===== config.mk =====
export PLATFORM = sky130hd
export DESIGN_NAME = dot_product_channel
export DESIGN_NICKNAME = d
export VERILOG_FILES = /design/src/source/layer2_pkg.sv /design/src/source/dot_product_channel.sv
export SDC_FILE = /design/constraint.sdc
export NUM_CORES = 2
export LEC_CHECK = 0
export ABC_CLOCK_PERIOD_IN_PS = 7960
export BUFFER_PORTS_ARGS = -buffer_cell sky130_fd_sc_hd__buf_4
export CAP_MARGIN = 20
export CORE_MARGIN = 2
export CORE_UTILIZATION = 50
export DETAILED_ROUTE_END_ITERATION = 6
export PLACE_DENSITY_LB_ADDON = 0.25
export SLEW_MARGIN = 10
export SYNTH_ARGS = -nofsm -noshare
export SYNTH_HDL_FRONTEND = slang
export SYNTH_SLANG_ARGS = --single-unit

===== constraint.sdc =====
create_clock -name clk -period 7.96 [get_ports clk]
set_input_delay 0.796 -clock clk [delete_from_list [all_inputs] [get_ports clk]]
set_output_delay 0.796 -clock clk [all_outputs]
set_load 0.1 [all_outputs]

===== src/source/layer2_pkg.sv =====
package layer2_pkg;

	// ~~~~~~~~~~~~~~~~~~~~~~~~~~~~~~~~~~~~~~~~
	// Datapath widths and counts
	// ~~~~~~~~~~~~~~~~~~~~~~~~~~~~~~~~~~~~~~~~

	localparam int SAMPLE_W     = 16;
	localparam int PRODUCT_W    = 2 * SAMPLE_W;
	localparam int NUM_LANES    = 8;
	localparam int NUM_CHANNELS = 8;

	// Q5.10 samples, so the kept slice starts at bit 10
	localparam int FRAC_BITS    = 10;

	localparam int LANE_IDX_W   = $clog2(NUM_LANES);
	localparam int CHAN_IDX_W   = $clog2(NUM_CHANNELS);
	localparam int ADR_W        = 7;

	// ~~~~~~~~~~~~~~~~~~~~~~~~~~~~~~~~~~~~~~~~
	// Data types
	// ~~~~~~~~~~~~~~~~~~~~~~~~~~~~~~~~~~~~~~~~

	// Signed fixed point sample or weight
	typedef logic signed [SAMPLE_W-1:0] sample_t;

	// Full precision lane product
	typedef logic signed [PRODUCT_W-1:0] product_t;

	// Eight lanes side by side, lane 0 in the low bits
	typedef sample_t [NUM_LANES-1:0] lane_vec_t;

	// Bus word address
	typedef logic [ADR_W-1:0] adr_t;

	// ~~~~~~~~~~~~~~~~~~~~~~~~~~~~~~~~~~~~~~~~
	// Register map (word addresses)
	// ~~~~~~~~~~~~~~~~~~~~~~~~~~~~~~~~~~~~~~~~

	// Input lanes 0..7
	localparam adr_t ADR_INPUT_BASE  = 7'h00;

	// Channel c, lane l at base + c*8 + l
	localparam adr_t ADR_WEIGHT_BASE = 7'h08;

	// Channel results, read only
	localparam adr_t ADR_RESULT_BASE = 7'h48;

	// First unmapped word
	localparam adr_t ADR_LIMIT       = 7'h50;

	// ~~~~~~~~~~~~~~~~~~~~~~~~~~~~~~~~~~~~~~~~
	// Wishbone classic bundles
	// ~~~~~~~~~~~~~~~~~~~~~~~~~~~~~~~~~~~~~~~~

	// Master to slave
	typedef struct packed {
		logic    cyc;
		logic    stb;
		logic    we;
		adr_t    adr;
		sample_t dat;
	} wb_req_t;

	// Slave to master
	typedef struct packed {
		logic    ack;
		sample_t dat;
	} wb_rsp_t;

endpackage


===== src/source/dot_product_channel.sv =====
`timescale 1ns/100ps

module dot_product_channel (
	input  logic                  clk,
	input  logic                  rst,
	input  layer2_pkg::lane_vec_t samples,
	input  layer2_pkg::lane_vec_t weights,
	output layer2_pkg::sample_t   result
);

	import layer2_pkg::*;

	// Full lane products
	product_t  products [NUM_LANES];

	// Truncated products, before and after the register
	lane_vec_t trunc_d;
	lane_vec_t trunc_q;

	// Adder tree levels
	sample_t   level1 [NUM_LANES/2];
	sample_t   level2 [NUM_LANES/4];

	// ~~~~~~~~~~~~~~~~~~~~~~~~~~~~~~~~~~~~~~~~
	// Lane multipliers
	// ~~~~~~~~~~~~~~~~~~~~~~~~~~~~~~~~~~~~~~~~

	// 16x16 signed gives a Q10.20 product
	always_comb
	begin
		for (int i = 0; i < NUM_LANES; i++)
		begin
			products[i] = $signed(samples[i]) * $signed(weights[i]);
		end
	end

	// Back to Q5.10, upper bits dropped
	always_comb
	begin
		for (int i = 0; i < NUM_LANES; i++)
		begin
			trunc_d[i] = products[i][FRAC_BITS +: SAMPLE_W];
		end
	end

	// ~~~~~~~~~~~~~~~~~~~~~~~~~~~~~~~~~~~~~~~~
	// Product register
	// ~~~~~~~~~~~~~~~~~~~~~~~~~~~~~~~~~~~~~~~~

	always_ff @(posedge clk or posedge rst)
	begin
		if (rst)
		begin
			trunc_q <= '0;
		end
		else
		begin
			trunc_q <= trunc_d;
		end
	end

	// ~~~~~~~~~~~~~~~~~~~~~~~~~~~~~~~~~~~~~~~~
	// Adder tree
	// ~~~~~~~~~~~~~~~~~~~~~~~~~~~~~~~~~~~~~~~~

	// Every sum is 16 bits wide and wraps on overflow

	// Level 1, neighbouring lanes
	always_comb
	begin
		for (int i = 0; i < NUM_LANES/2; i++)
		begin
			level1[i] = trunc_q[2*i] + trunc_q[2*i+1];
		end
	end

	// Level 2, pairs of pairs
	always_comb
	begin
		for (int i = 0; i < NUM_LANES/4; i++)
		begin
			level2[i] = level1[2*i] + level1[2*i+1];
		end
	end

	// Level 3, final sum straight off the register
	assign result = level2[0] + level2[1];

	// ~~~~~~~~~~~~~~~~~~~~~~~~~~~~~~~~~~~~~~~~
	// Checks
	// ~~~~~~~~~~~~~~~~~~~~~~~~~~~~~~~~~~~~~~~~

	// An X on a weight or input register upstream would surface here
	a_result_known: assert property (
		@(posedge clk) disable iff (rst)
		!$isunknown(result)
	) else $error("dot_product_channel: result is unknown");

endmodule


==> flow_metrics.py <==
metrics = {
    "synth": {
        "synthAdderAreaFrac": 0.611,
        "synthXorXnorAreaFrac": 0.0364,
        "synth_top_family_by_area": "adder cells",
        "ys_ff_latch": 128,
        "ys_seq_area_frac": 0.0461,
        "synth.most_common_cell": "inv_1",
        "yosys.area.top_type": "fa_1",
        "ys_types": 60,
        "synth_compound_area_frac": 0.0222,
        "synth_top_area_share": 0.504,
        "synth_area_um2": 69500,
        "synthTopCellsByCount": "inv_1, fa_1, and2_1, nand2_1, ha_1",
        "synth_mux_area_frac": 0,
        "synth-edff-count": 0,
        "syn_avg_cell_area_um2": 9.22,
        "synthSimpleGateAreaFrac": 0.155,
        "yosys_warnings": 0,
        "synth_area_leaders": "fa_1, inv_1, ha_1, and2_1, nand2_1",
        "syn_inst": 7539,
        "synthArstFlopShare": 1.00,
        "ys.flop_type": "dfrtp_1",
        "synth_nets": 10100,
    },
    "clocking": {
        "cts_root_buffer": "clkbuf_16",
        "h-tree-depth": 4,
        "tritoncts": "yes",
        "postCtsSetupBuffers": 0,
        "cts_resized": 0,
        "holdBufCountCts": 0,
        "clock_sinks": 128,
        "clockBufferDepth": 2,
        "cts_made_buffers": 17,
        "path_clk_slew_ns": 0.06,
    },
    "final_layout": {
        "drive_above_1_share": 0.0424,
        "syn_to_final_growth_pct": 5.70,
        "regMostFlops": "trunc_q",
        "fill_cells": 12600,
        "largest_reg_flops": 128,
        "fin_cells": 9393,
        "final_nets": 10200,
        "fin_util": 0.534,
        "top_regs": "trunc_q (128)",
    },
    "timing": {
        "slew_headroom": 0.449,
        "hold_viol": 0,
        "period_share": 0.866,
        "worst_pin_slew_ns": 0.826,
        "drv_slew": 0,
        "rsz0062_at_grt": "false",
        "min_period_ns": 6.89,
        "fmax_mhz": 145,
        "finalSetupTns_ns": 0,
        "setup_viol": 0,
    },
    "setup_path": {
        "critPathLaunchType": "register",
        "endpoint_kind": "output pin",
        "required_ns": 7.16,
        "critical_path_class": "register to output pin",
        "cp_max_fo": 2,
        "critical_path_arrival_ns": 6.10,
    },
    "place": {
        "port_buffers": 273,
        "dp_cells": 9360,
        "finalWeightedCongestion": 0.884,
        "hpwl_mm": 140,
    },
    "grt": {
        "grt_max_degree": 67,
        "grt_pass1_wl_mm": 278,
        "grt_use_total": 0.246,
        "grt_overflow": 0,
        "grt_antenna_before_repair": 7,
        "grt_pass1_vias": 53100,
    },
    "worst_hold_path": {
        "hold_path_class": "input port to asynchronous set/reset pin",
    },
    "routing": {
        "vias": 47200,
        "routedWlPerCell_um": 17.4,
        "ant_nets": 0,
        "drc_errors": 0,
        "via_per_inst": 5.02,
        "wl_mm": 163,
        "drtIter0Drc": 2226,
        "drtPass1Iterations": 6,
    },
    "floorplanning": {
        "start_util": 0.505,
        "dieHeight_um": 377,
        "die_area_um2": 142000,
        "core_um2": 138000,
        "chipWidth_um": 377,
        "rows": 136,
        "ioPinCount": 274,
    },
    "run_status": {
        "outcome": "finished, final reports clean",
    },
    "job": {
        "maxCapViolCount": 0,
    },
}
kinds of logic after synthesis:
group / Yosys count
flip-flops: 128
buffers and inverters: 2394
AO/OA/AOI/OAI: 230
XOR/XNOR: 289
AND/OR/NAND/NOR: 2155
adder cells (fa/ha/maj): 2343
through the flow:
stage | worst slack (ns) | instance area, µm² | hold WS, ns
after floorplan | 1.29 | 69500 | 1.25
after global placement | 1.10 | 72900 | 0.957
after detailed placement | 0.931 | 72900 | 0.948
after CTS | 1.08 | 73500 | 0.478
after global routing | 0.760 | 73500 | 0.492
final | 1.07 | 73500 | 0.443
cells in the final DEF (no fill, tap or decap), types with 8 or more instances in the layout:
cell	synthesis	final
xnor2_1	236	236
ha_1	592	592
clkbuf_16	0	17
nor2b_1	26	26
xor2_1	53	53
nand4_1	10	10
nand2b_1	48	48
and2_1	928	928
nand2_1	920	920
nand3_1	15	15
dfrtp_1	128	128
a21o_1	28	28
fa_1	1751	1751
inv_1	2143	2142
o21ai_0	43	43
or3_1	8	8
nor3_1	31	31
o21a_1	27	27
a21oi_1	62	62
buf_4	0	275
nor2_1	148	148
final timing paths:
kind                               from      endpoint  slack [ns]  cells past startpoint
max                         trunc_q[50]    result[14]        1.07                     20
min                                 rst  trunc_q[122]        0.44                      2
max in group asynchronous           rst  trunc_q[103]        6.18                      3
min in group clk           weights[112]  trunc_q[112]        1.17                      5
area by class of cell:
| class | instances | area [µm²] | share of cell area |
|---|---|---|---|
| well taps | 1794 | 2240 | 0.0306 |
| repair buffers | 275 | 2060 | 0.0281 |
| flip-flops and latches | 128 | 3200 | 0.0436 |
| clock inverters | 14 | 136 | 0.00186 |
| inverters | 2146 | 8060 | 0.110 |
| multi-input cells | 5017 | 57300 | 0.780 |
| clock buffers | 18 | 439 | 0.00598 |
| diodes | 1 | 2.50 | 0.0000341 |
routing by layer:
layer,GRT usage,routed length (µm)
met4,0.0629,4340
met5,0,21
met3,0.0289,8490
met1,0.342,70400
met2,0.411,80000
critical path, stage by stage, from the launching register on:
cell and delay (ns):
dfrtp_1 0.39, fa_1 0.53, inv_1 0.05, fa_1 0.58
fa_1 0.44, fa_1 0.45, inv_1 0.07, ha_1 0.16
inv_1 0.06, fa_1 0.45, nor2b_1 0.13, o21ai_0 0.10
a21boi_0 0.24, o21ai_0 0.15, a21boi_0 0.24, o21ai_0 0.14
a21boi_0 0.25, o21ai_0 0.15, a21oi_1 0.21, xor2_1 0.48
buf_4 0.39
Power is not shown: default switching activity piles up to over one toggle a cycle in this logic, so the estimate is an artifact.
