## src/source/layer2_pkg.sv

```systemverilog
package layer2_pkg;

	// ~~~~~~~~~~~~~~~~~~~~~~~~~~~~~~~~~~~~~~~~
	// Datapath widths and counts
	// ~~~~~~~~~~~~~~~~~~~~~~~~~~~~~~~~~~~~~~~~

	localparam int SAMPLE_W     = 16;
	localparam int PRODUCT_W    = 2 * SAMPLE_W;
	localparam int NUM_LANES    = 8;
	localparam int NUM_CHANNELS = 8;

	// Q5.10 samples, so the kept slice starts at bit 10
	localparam int FRAC_BITS    = 10;

	localparam int LANE_IDX_W   = $clog2(NUM_LANES);
	localparam int CHAN_IDX_W   = $clog2(NUM_CHANNELS);
	localparam int ADR_W        = 7;

	// ~~~~~~~~~~~~~~~~~~~~~~~~~~~~~~~~~~~~~~~~
	// Data types
	// ~~~~~~~~~~~~~~~~~~~~~~~~~~~~~~~~~~~~~~~~

	// Signed fixed point sample or weight
	typedef logic signed [SAMPLE_W-1:0] sample_t;

	// Full precision lane product
	typedef logic signed [PRODUCT_W-1:0] product_t;

	// Eight lanes side by side, lane 0 in the low bits
	typedef sample_t [NUM_LANES-1:0] lane_vec_t;

	// Bus word address
	typedef logic [ADR_W-1:0] adr_t;

	// ~~~~~~~~~~~~~~~~~~~~~~~~~~~~~~~~~~~~~~~~
	// Register map (word addresses)
	// ~~~~~~~~~~~~~~~~~~~~~~~~~~~~~~~~~~~~~~~~

	// Input lanes 0..7
	localparam adr_t ADR_INPUT_BASE  = 7'h00;

	// Channel c, lane l at base + c*8 + l
	localparam adr_t ADR_WEIGHT_BASE = 7'h08;

	// Channel results, read only
	localparam adr_t ADR_RESULT_BASE = 7'h48;

	// First unmapped word
	localparam adr_t ADR_LIMIT       = 7'h50;

	// ~~~~~~~~~~~~~~~~~~~~~~~~~~~~~~~~~~~~~~~~
	// Wishbone classic bundles
	// ~~~~~~~~~~~~~~~~~~~~~~~~~~~~~~~~~~~~~~~~

	// Master to slave
	typedef struct packed {
		logic    cyc;
		logic    stb;
		logic    we;
		adr_t    adr;
		sample_t dat;
	} wb_req_t;

	// Slave to master
	typedef struct packed {
		logic    ack;
		sample_t dat;
	} wb_rsp_t;

endpackage

```

## src/source/wb_register_file.sv

```systemverilog
`timescale 1ns/100ps

module wb_register_file (
	input  logic                  clk,
	input  logic                  rst,
	input  layer2_pkg::wb_req_t   wb_req,
	output layer2_pkg::wb_rsp_t   wb_rsp,
	output layer2_pkg::lane_vec_t samples,
	output layer2_pkg::lane_vec_t weights [layer2_pkg::NUM_CHANNELS],
	input  layer2_pkg::sample_t   results [layer2_pkg::NUM_CHANNELS]
);

	import layer2_pkg::*;

	// Stored vectors
	lane_vec_t input_q;
	lane_vec_t weight_q [NUM_CHANNELS];

	// Response registers
	logic      ack_q;
	sample_t   rdat_q;

	// New request this cycle
	logic      req_valid;

	// Region decode
	logic      in_input;
	logic      in_weight;
	logic      in_result;

	// Offsets into each region
	adr_t      input_ofs;
	adr_t      weight_ofs;
	adr_t      result_ofs;

	logic [LANE_IDX_W-1:0] in_lane;
	logic [LANE_IDX_W-1:0] wt_lane;
	logic [CHAN_IDX_W-1:0] wt_chan;
	logic [CHAN_IDX_W-1:0] res_chan;

	// Read mux output
	sample_t   rd_value;

	// ~~~~~~~~~~~~~~~~~~~~~~~~~~~~~~~~~~~~~~~~
	// Address decode
	// ~~~~~~~~~~~~~~~~~~~~~~~~~~~~~~~~~~~~~~~~

	// ack_q low keeps a held request from being taken twice
	assign req_valid = wb_req.cyc && wb_req.stb && !ack_q;

	assign in_input  = (wb_req.adr < ADR_WEIGHT_BASE);
	assign in_weight = (wb_req.adr >= ADR_WEIGHT_BASE) && (wb_req.adr < ADR_RESULT_BASE);
	assign in_result = (wb_req.adr >= ADR_RESULT_BASE) && (wb_req.adr < ADR_LIMIT);

	assign input_ofs  = wb_req.adr - ADR_INPUT_BASE;
	assign weight_ofs = wb_req.adr - ADR_WEIGHT_BASE;
	assign result_ofs = wb_req.adr - ADR_RESULT_BASE;

	assign in_lane  = input_ofs[LANE_IDX_W-1:0];
	assign wt_lane  = weight_ofs[LANE_IDX_W-1:0];
	// Channel sits just above the lane bits
	assign wt_chan  = weight_ofs[LANE_IDX_W +: CHAN_IDX_W];
	assign res_chan = result_ofs[CHAN_IDX_W-1:0];

	// ~~~~~~~~~~~~~~~~~~~~~~~~~~~~~~~~~~~~~~~~
	// Input and weight storage
	// ~~~~~~~~~~~~~~~~~~~~~~~~~~~~~~~~~~~~~~~~

	// Writes to the result and unmapped regions fall through
	always_ff @(posedge clk or posedge rst)
	begin
		if (rst)
		begin
			input_q  <= '0;
			weight_q <= '{default: '0};
		end
		else if (req_valid && wb_req.we)
		begin
			if (in_input)
			begin
				input_q[in_lane] <= wb_req.dat;
			end
			else if (in_weight)
			begin
				weight_q[wt_chan][wt_lane] <= wb_req.dat;
			end
		end
	end

	assign samples = input_q;
	assign weights = weight_q;

	// ~~~~~~~~~~~~~~~~~~~~~~~~~~~~~~~~~~~~~~~~
	// Read path and ack
	// ~~~~~~~~~~~~~~~~~~~~~~~~~~~~~~~~~~~~~~~~

	// Unmapped words read as zero
	always_comb
	begin
		rd_value = '0;
		if (in_input)
		begin
			rd_value = input_q[in_lane];
		end
		else if (in_weight)
		begin
			rd_value = weight_q[wt_chan][wt_lane];
		end
		else if (in_result)
		begin
			rd_value = results[res_chan];
		end
	end

	// One cycle ack; read data captured on the same edge
	always_ff @(posedge clk or posedge rst)
	begin
		if (rst)
		begin
			ack_q  <= 1'b0;
			rdat_q <= '0;
		end
		else
		begin
			ack_q <= req_valid;
			if (req_valid && !wb_req.we)
			begin
				rdat_q <= rd_value;
			end
		end
	end

	assign wb_rsp = '{ack: ack_q, dat: rdat_q};

	// ~~~~~~~~~~~~~~~~~~~~~~~~~~~~~~~~~~~~~~~~
	// Bus checks
	// ~~~~~~~~~~~~~~~~~~~~~~~~~~~~~~~~~~~~~~~~

	// Classic cycle, so never back to back
	a_ack_single: assert property (
		@(posedge clk) disable iff (rst)
		ack_q |=> !ack_q
	) else $error("wb_register_file: ack high for two cycles");

	// Each ack answers a strobe from the previous cycle
	a_ack_after_req: assert property (
		@(posedge clk) disable iff (rst)
		$rose(ack_q) |-> $past(wb_req.cyc && wb_req.stb)
	) else $error("wb_register_file: ack without request");

endmodule

```

## config.mk

```make
export PLATFORM = sky130hd
export DESIGN_NAME = wb_register_file
export DESIGN_NICKNAME = d
export VERILOG_FILES = /design/src/source/layer2_pkg.sv /design/src/source/wb_register_file.sv
export SDC_FILE = /design/constraint.sdc
export NUM_CORES = 2
export LEC_CHECK = 0
export BUFFER_PORTS_ARGS = -buffer_cell sky130_fd_sc_hd__buf_2
export CAP_MARGIN = 20
export CORE_AREA = 2 2 514 516
export CTS_CLUSTER_DIAMETER = 40
export DETAILED_ROUTE_END_ITERATION = 10
export DIE_AREA = 0 0 516 518
export PLACE_DENSITY_LB_ADDON = 0.2
export SKIP_CTS_REPAIR_TIMING = 1
export SYNTH_ARGS = -nofsm -noshare
export SYNTH_HDL_FRONTEND = slang
export SYNTH_SLANG_ARGS = --single-unit
export TNS_END_PERCENT = 1
```

## constraint.sdc

```tcl
create_clock -name clk -period 85.1 [get_ports clk]
set_input_delay 4.255 -clock clk [delete_from_list [all_inputs] [get_ports clk]]
set_output_delay 4.255 -clock clk [all_outputs]
set_load 0.02 [all_outputs]
```

==> summary by stage <==
Die
The number of cell rows is 188. The number of top-level pins is 1325. In this run the standard cell core region covers 262000 sq um. The starting utilization of the core area is 21.0%.

The vertical extent of the die is 518 microns. The x dimension of the die is 516 microns. The die covers 267000 sq um.

Detailed routing
The count of antenna-violating nets left after detailed routing is 0. In the final routed layout, each cell accounts on average for 41.5 microns. The routed via count is 43583. Using the TritonRoute via totals, the vias-per-cell ratio works out to 4.86. The number of iterations in the first detailed-routing pass is 7.

The first routing iteration left 3427 violations. The final wirelength is 372000 microns. After detailed routing, the number of remaining DRC violations is 0.

Timing
The final number of max-transition violations was 0. At the pin with the least slew margin, the transition time is 1.41 ns. The final period utilization is 10.6%. Setup violations remaining at the end of the flow were counted as 0. Setup repair after global routing left no endpoint under its margin. The worst setup margin is 76.09 ns.

The minimum clock period after layout is 9.01 ns. Across all hold checks on the routed design, the worst slack comes to 0.495 ns. The number of hold violations in the final report came to 0.

The worst pin sits at a relative slew slack of 6.13%. For the final routed database, the setup TNS stands at 0 ns. The final setup skew is 0.100 ns. The highest attainable clock frequency is 111 MHz.

Logic synthesis
In this run, synthesis produced a sequential element count of 1169. In the post-synthesis netlist, the biggest area contributors are dfrtp_1, mux2_2, mux4_2, mux2i_1, buf_2. The share of synthesized area in the top cell type comes to 53.3%. Synthesis produced a netlist with a net count of 3973.

The share of async-settable or async-resettable flops after synthesis is 100%. The dominant synthesized flop cell is dfrtp_1. After synthesis, the mean cell area works out to 14.4 sq um. The number of synthesized flops with an enable pin is 0. Counting every instance in the synthesized netlist gives 3816. Yosys mapped the design onto 79 distinct sky130hd cell types. The share of the Yosys chip area taken by registers is 53.3%. The largest total area in the synthesized netlist belongs to dfrtp_1.

The total number of yosys warnings is 0. The summed instance area of the synthesized netlist is 54900 sq um.

Global routing
The via count of the first global-routing pass was 44431. The global-route wire length before repair is 478000 microns. In the global route stage, overall resource usage came out at 27.0%.

The number of antenna violations at the first check in global routing is 50. Entering global routing, the biggest net connects 159 pins. The total congestion overflow is 0.

Clock network
The TritonCTS clock tree is yes. The clock insertion delay at the later pin of the skew report is 0.87 ns. The clock buffer count from CTS is 290. Clock tree synthesis found a total of 1169 sinks. CTS placed an instance of clkbuf_16 at the clock tree root. The clock-pin slew reported for the worst setup and hold paths after clock tree synthesis is 0.04 ns. The maximum level of the CTS H-tree is 5. The maximum number of buffers from clock root to sink is 4.

Cells and area
The area growth from synthesis to layout is 37.7%. The final net count is 5360. Fill cells in the final layout number 27172.

Summing all flip-flop and latch instances after layout gives 29300 sq um. The proportion of layout cells with a drive suffix above 1 is 63.1%. The multi-input combinational cells in the finished layout cover a total of 24100 sq um. After routing the design area is 75500 sq um.

Min path
The type of the most critical hold path is reg -> reg. For hold timing, the worst endpoint is rdat_q[11]$_DFFE_PP0P_. The worst hold path was traced through 2 stages. The worst hold path startpoint is rdat_q[11]$_DFFE_PP0P_.

Placed design
The count of port buffers added during placement is 1324. The placed standard-cell area is 65300 sq um. The pre-CTS setup slack is 75.48 ns.

The half-perimeter wire length after detailed placement is 280000 microns. At the end of routability-driven placement, the weighted congestion stood at 0.903.

Worst setup path
The endpoint arrival time on the critical path is 9.67 ns. The launch point of the worst reg-to-reg path is weights[767]$_DFFE_PP0P_. By startpoint and endpoint, the worst setup path is classified as in -> reg. In this run the worst path has a maximum fanout of 45. Data on the critical path is required at its endpoint by 85.76 ns.

The internal reg-to-reg setup slack is 81.52 ns. The worst setup path is captured at a flop. Measured in cells, the most critical reg-to-reg path has a length of 7.

The endpoint of the worst-slack reg-to-reg timing path is rdat_q[15]$_DFFE_PP0P_. The startpoint type of the worst setup path is an input port.

Power
Summing internal, switching and leakage power gives 1.93 mW. In this run the static leakage power is 39.4 nW. Dividing total power by cell area gives a power density of 25.6 nW/um^2. The largest vdd supply drop is 0.0000153 V.

Status
The flow ran to the end, and the final reports show no timing, DRC or antenna violations.

Run
The number of maximum-capacitance violations is 0.
-- per-layer routing --
metal	share of wire [%]	GRT usage, %	up-vias
li1	-	-	17228
met1	40	32.9	23561
met2	46	42.7	2225
met3	9.2	9.27	559
met4	5.2	12.6	10
met5	0.018	0	-
-- per-stage QoR --
stage / utilization [%] / cells
final: 28.9 / 8959
after global routing: 28.9 / 8949
after CTS: 28.8 / 8938
after detailed placement: 25.0 / 8422
after global placement: 25.0 / 8419
after floorplan: - / 3816
-- Yosys cell counts, drive strengths merged (3+ instances only) --
cell type,n
nand4,7
and3,7
nor2b,8
inv,8
a31oi,9
nor3b,3
a41oi,3
a311oi,9
a32o,5
nand2,188
o22ai,42
mux2i,123
a221oi,51
nor3,13
or4,3
a211oi,16
nand3,25
a221o,7
or3,3
nand2b,5
or2,5
and2,3
o21ai,56
buf,190
nor4,3
dfrtp,1169
a21oi,109
clkbuf,155
o221ai,14
a22o,7
nor2,89
a2bb2oi,4
mux4,193
mux2,1186
o211ai,7
a22oi,47
a2111oi,4
o21a,3
-- how the worst max path moves through the flow --
stage                from                      to  slack [ns]  depth (start not counted)
5_1_grt        wb_req[19]   rdat_q[0]$_DFFE_PP0P_       76.06                         13
3_3_place_gp   wb_req[19]  rdat_q[15]$_DFFE_PP0P_       75.49                         12
3_5_place_dp   wb_req[19]   rdat_q[0]$_DFFE_PP0P_       75.48                         13
6_report       wb_req[19]  rdat_q[15]$_DFFE_PP0P_       76.09                         12
2_1_floorplan         rst         ack_q$_DFF_PP0_       47.92                          1
4_1_cts        wb_req[19]  rdat_q[15]$_DFFE_PP0P_       76.33                         12
-- worst max-delay path, stage by stage --
cell and delay, ns:
buf_8 0.37, inv_2 0.13, ha_4 0.71, buf_4 0.62, buf_4 0.53, mux4_2 0.46
a221oi_1 0.86, nor2_1 0.11, a2111oi_1 0.43, buf_4 0.18, o221ai_1 0.42, a22o_1 0.40
-- layout make-up --
type / instances / share of cell area (%)
clock buffer: 380 / 10.9
tap: 3515 / 5.82
clock inverter: 136 / 2.54
inverter: 9 / 0.0547
antenna: 17 / 0.0563
multi-input combinational: 2293 / 31.9
sequential: 1169 / 38.7
timing repair buffer: 1440 / 10.1
-- layout by cell type (no fill, tap or decap), drive strengths merged, types with 8 or more instances in the layout --
cell      instances
nor3             13
a22oi            47
nand2           188
o21ai            56
a21oi           109
mux2i           123
dfrtp          1169
nor2             89
clkinvlp         28
nor2b             8
mux2           1186
buf            1440
inv              26
a221oi           51
a31oi             9
o221ai           14
clkbuf          380
a311oi            9
bufinv           37
mux4            193
a211oi           16
diode            17
nand3            25
clkinv           54
o22ai            42
-- where the power goes --
group          switching [mW]  internal [mW]  leakage, nW
sequential             0.0180          0.575         16.2
clock                   0.374          0.789         4.89
combinational           0.128         0.0505         18.3
total                   0.520           1.41         39.4
-- kinds of logic (layout without fill, tap and decap cells) --
family / after synthesis / count (layout) / share of synthesized area (%)
muxes: 1502 / 1502 / 34.6
DFF: 1169 / 1169 / 53.3
AOI/OAI and AO/OA: 417 / 417 / 5.18
and+or+nand+nor: 371 / 371 / 3.66
buffers and inverters: 354 / 1965 / 3.12
xor gates and xnor gates: 2 / 2 / 0.0593
adders and majority gates: 1 / 1 / 0.0228
other: 0 / 17 / 0
-- registers in the layout, indices dropped and copies added, names as in the netlist --
register  count
weights    1024
samples     128
rdat_q       16
ack_q         1
Power figures use the tool's default switching activity.
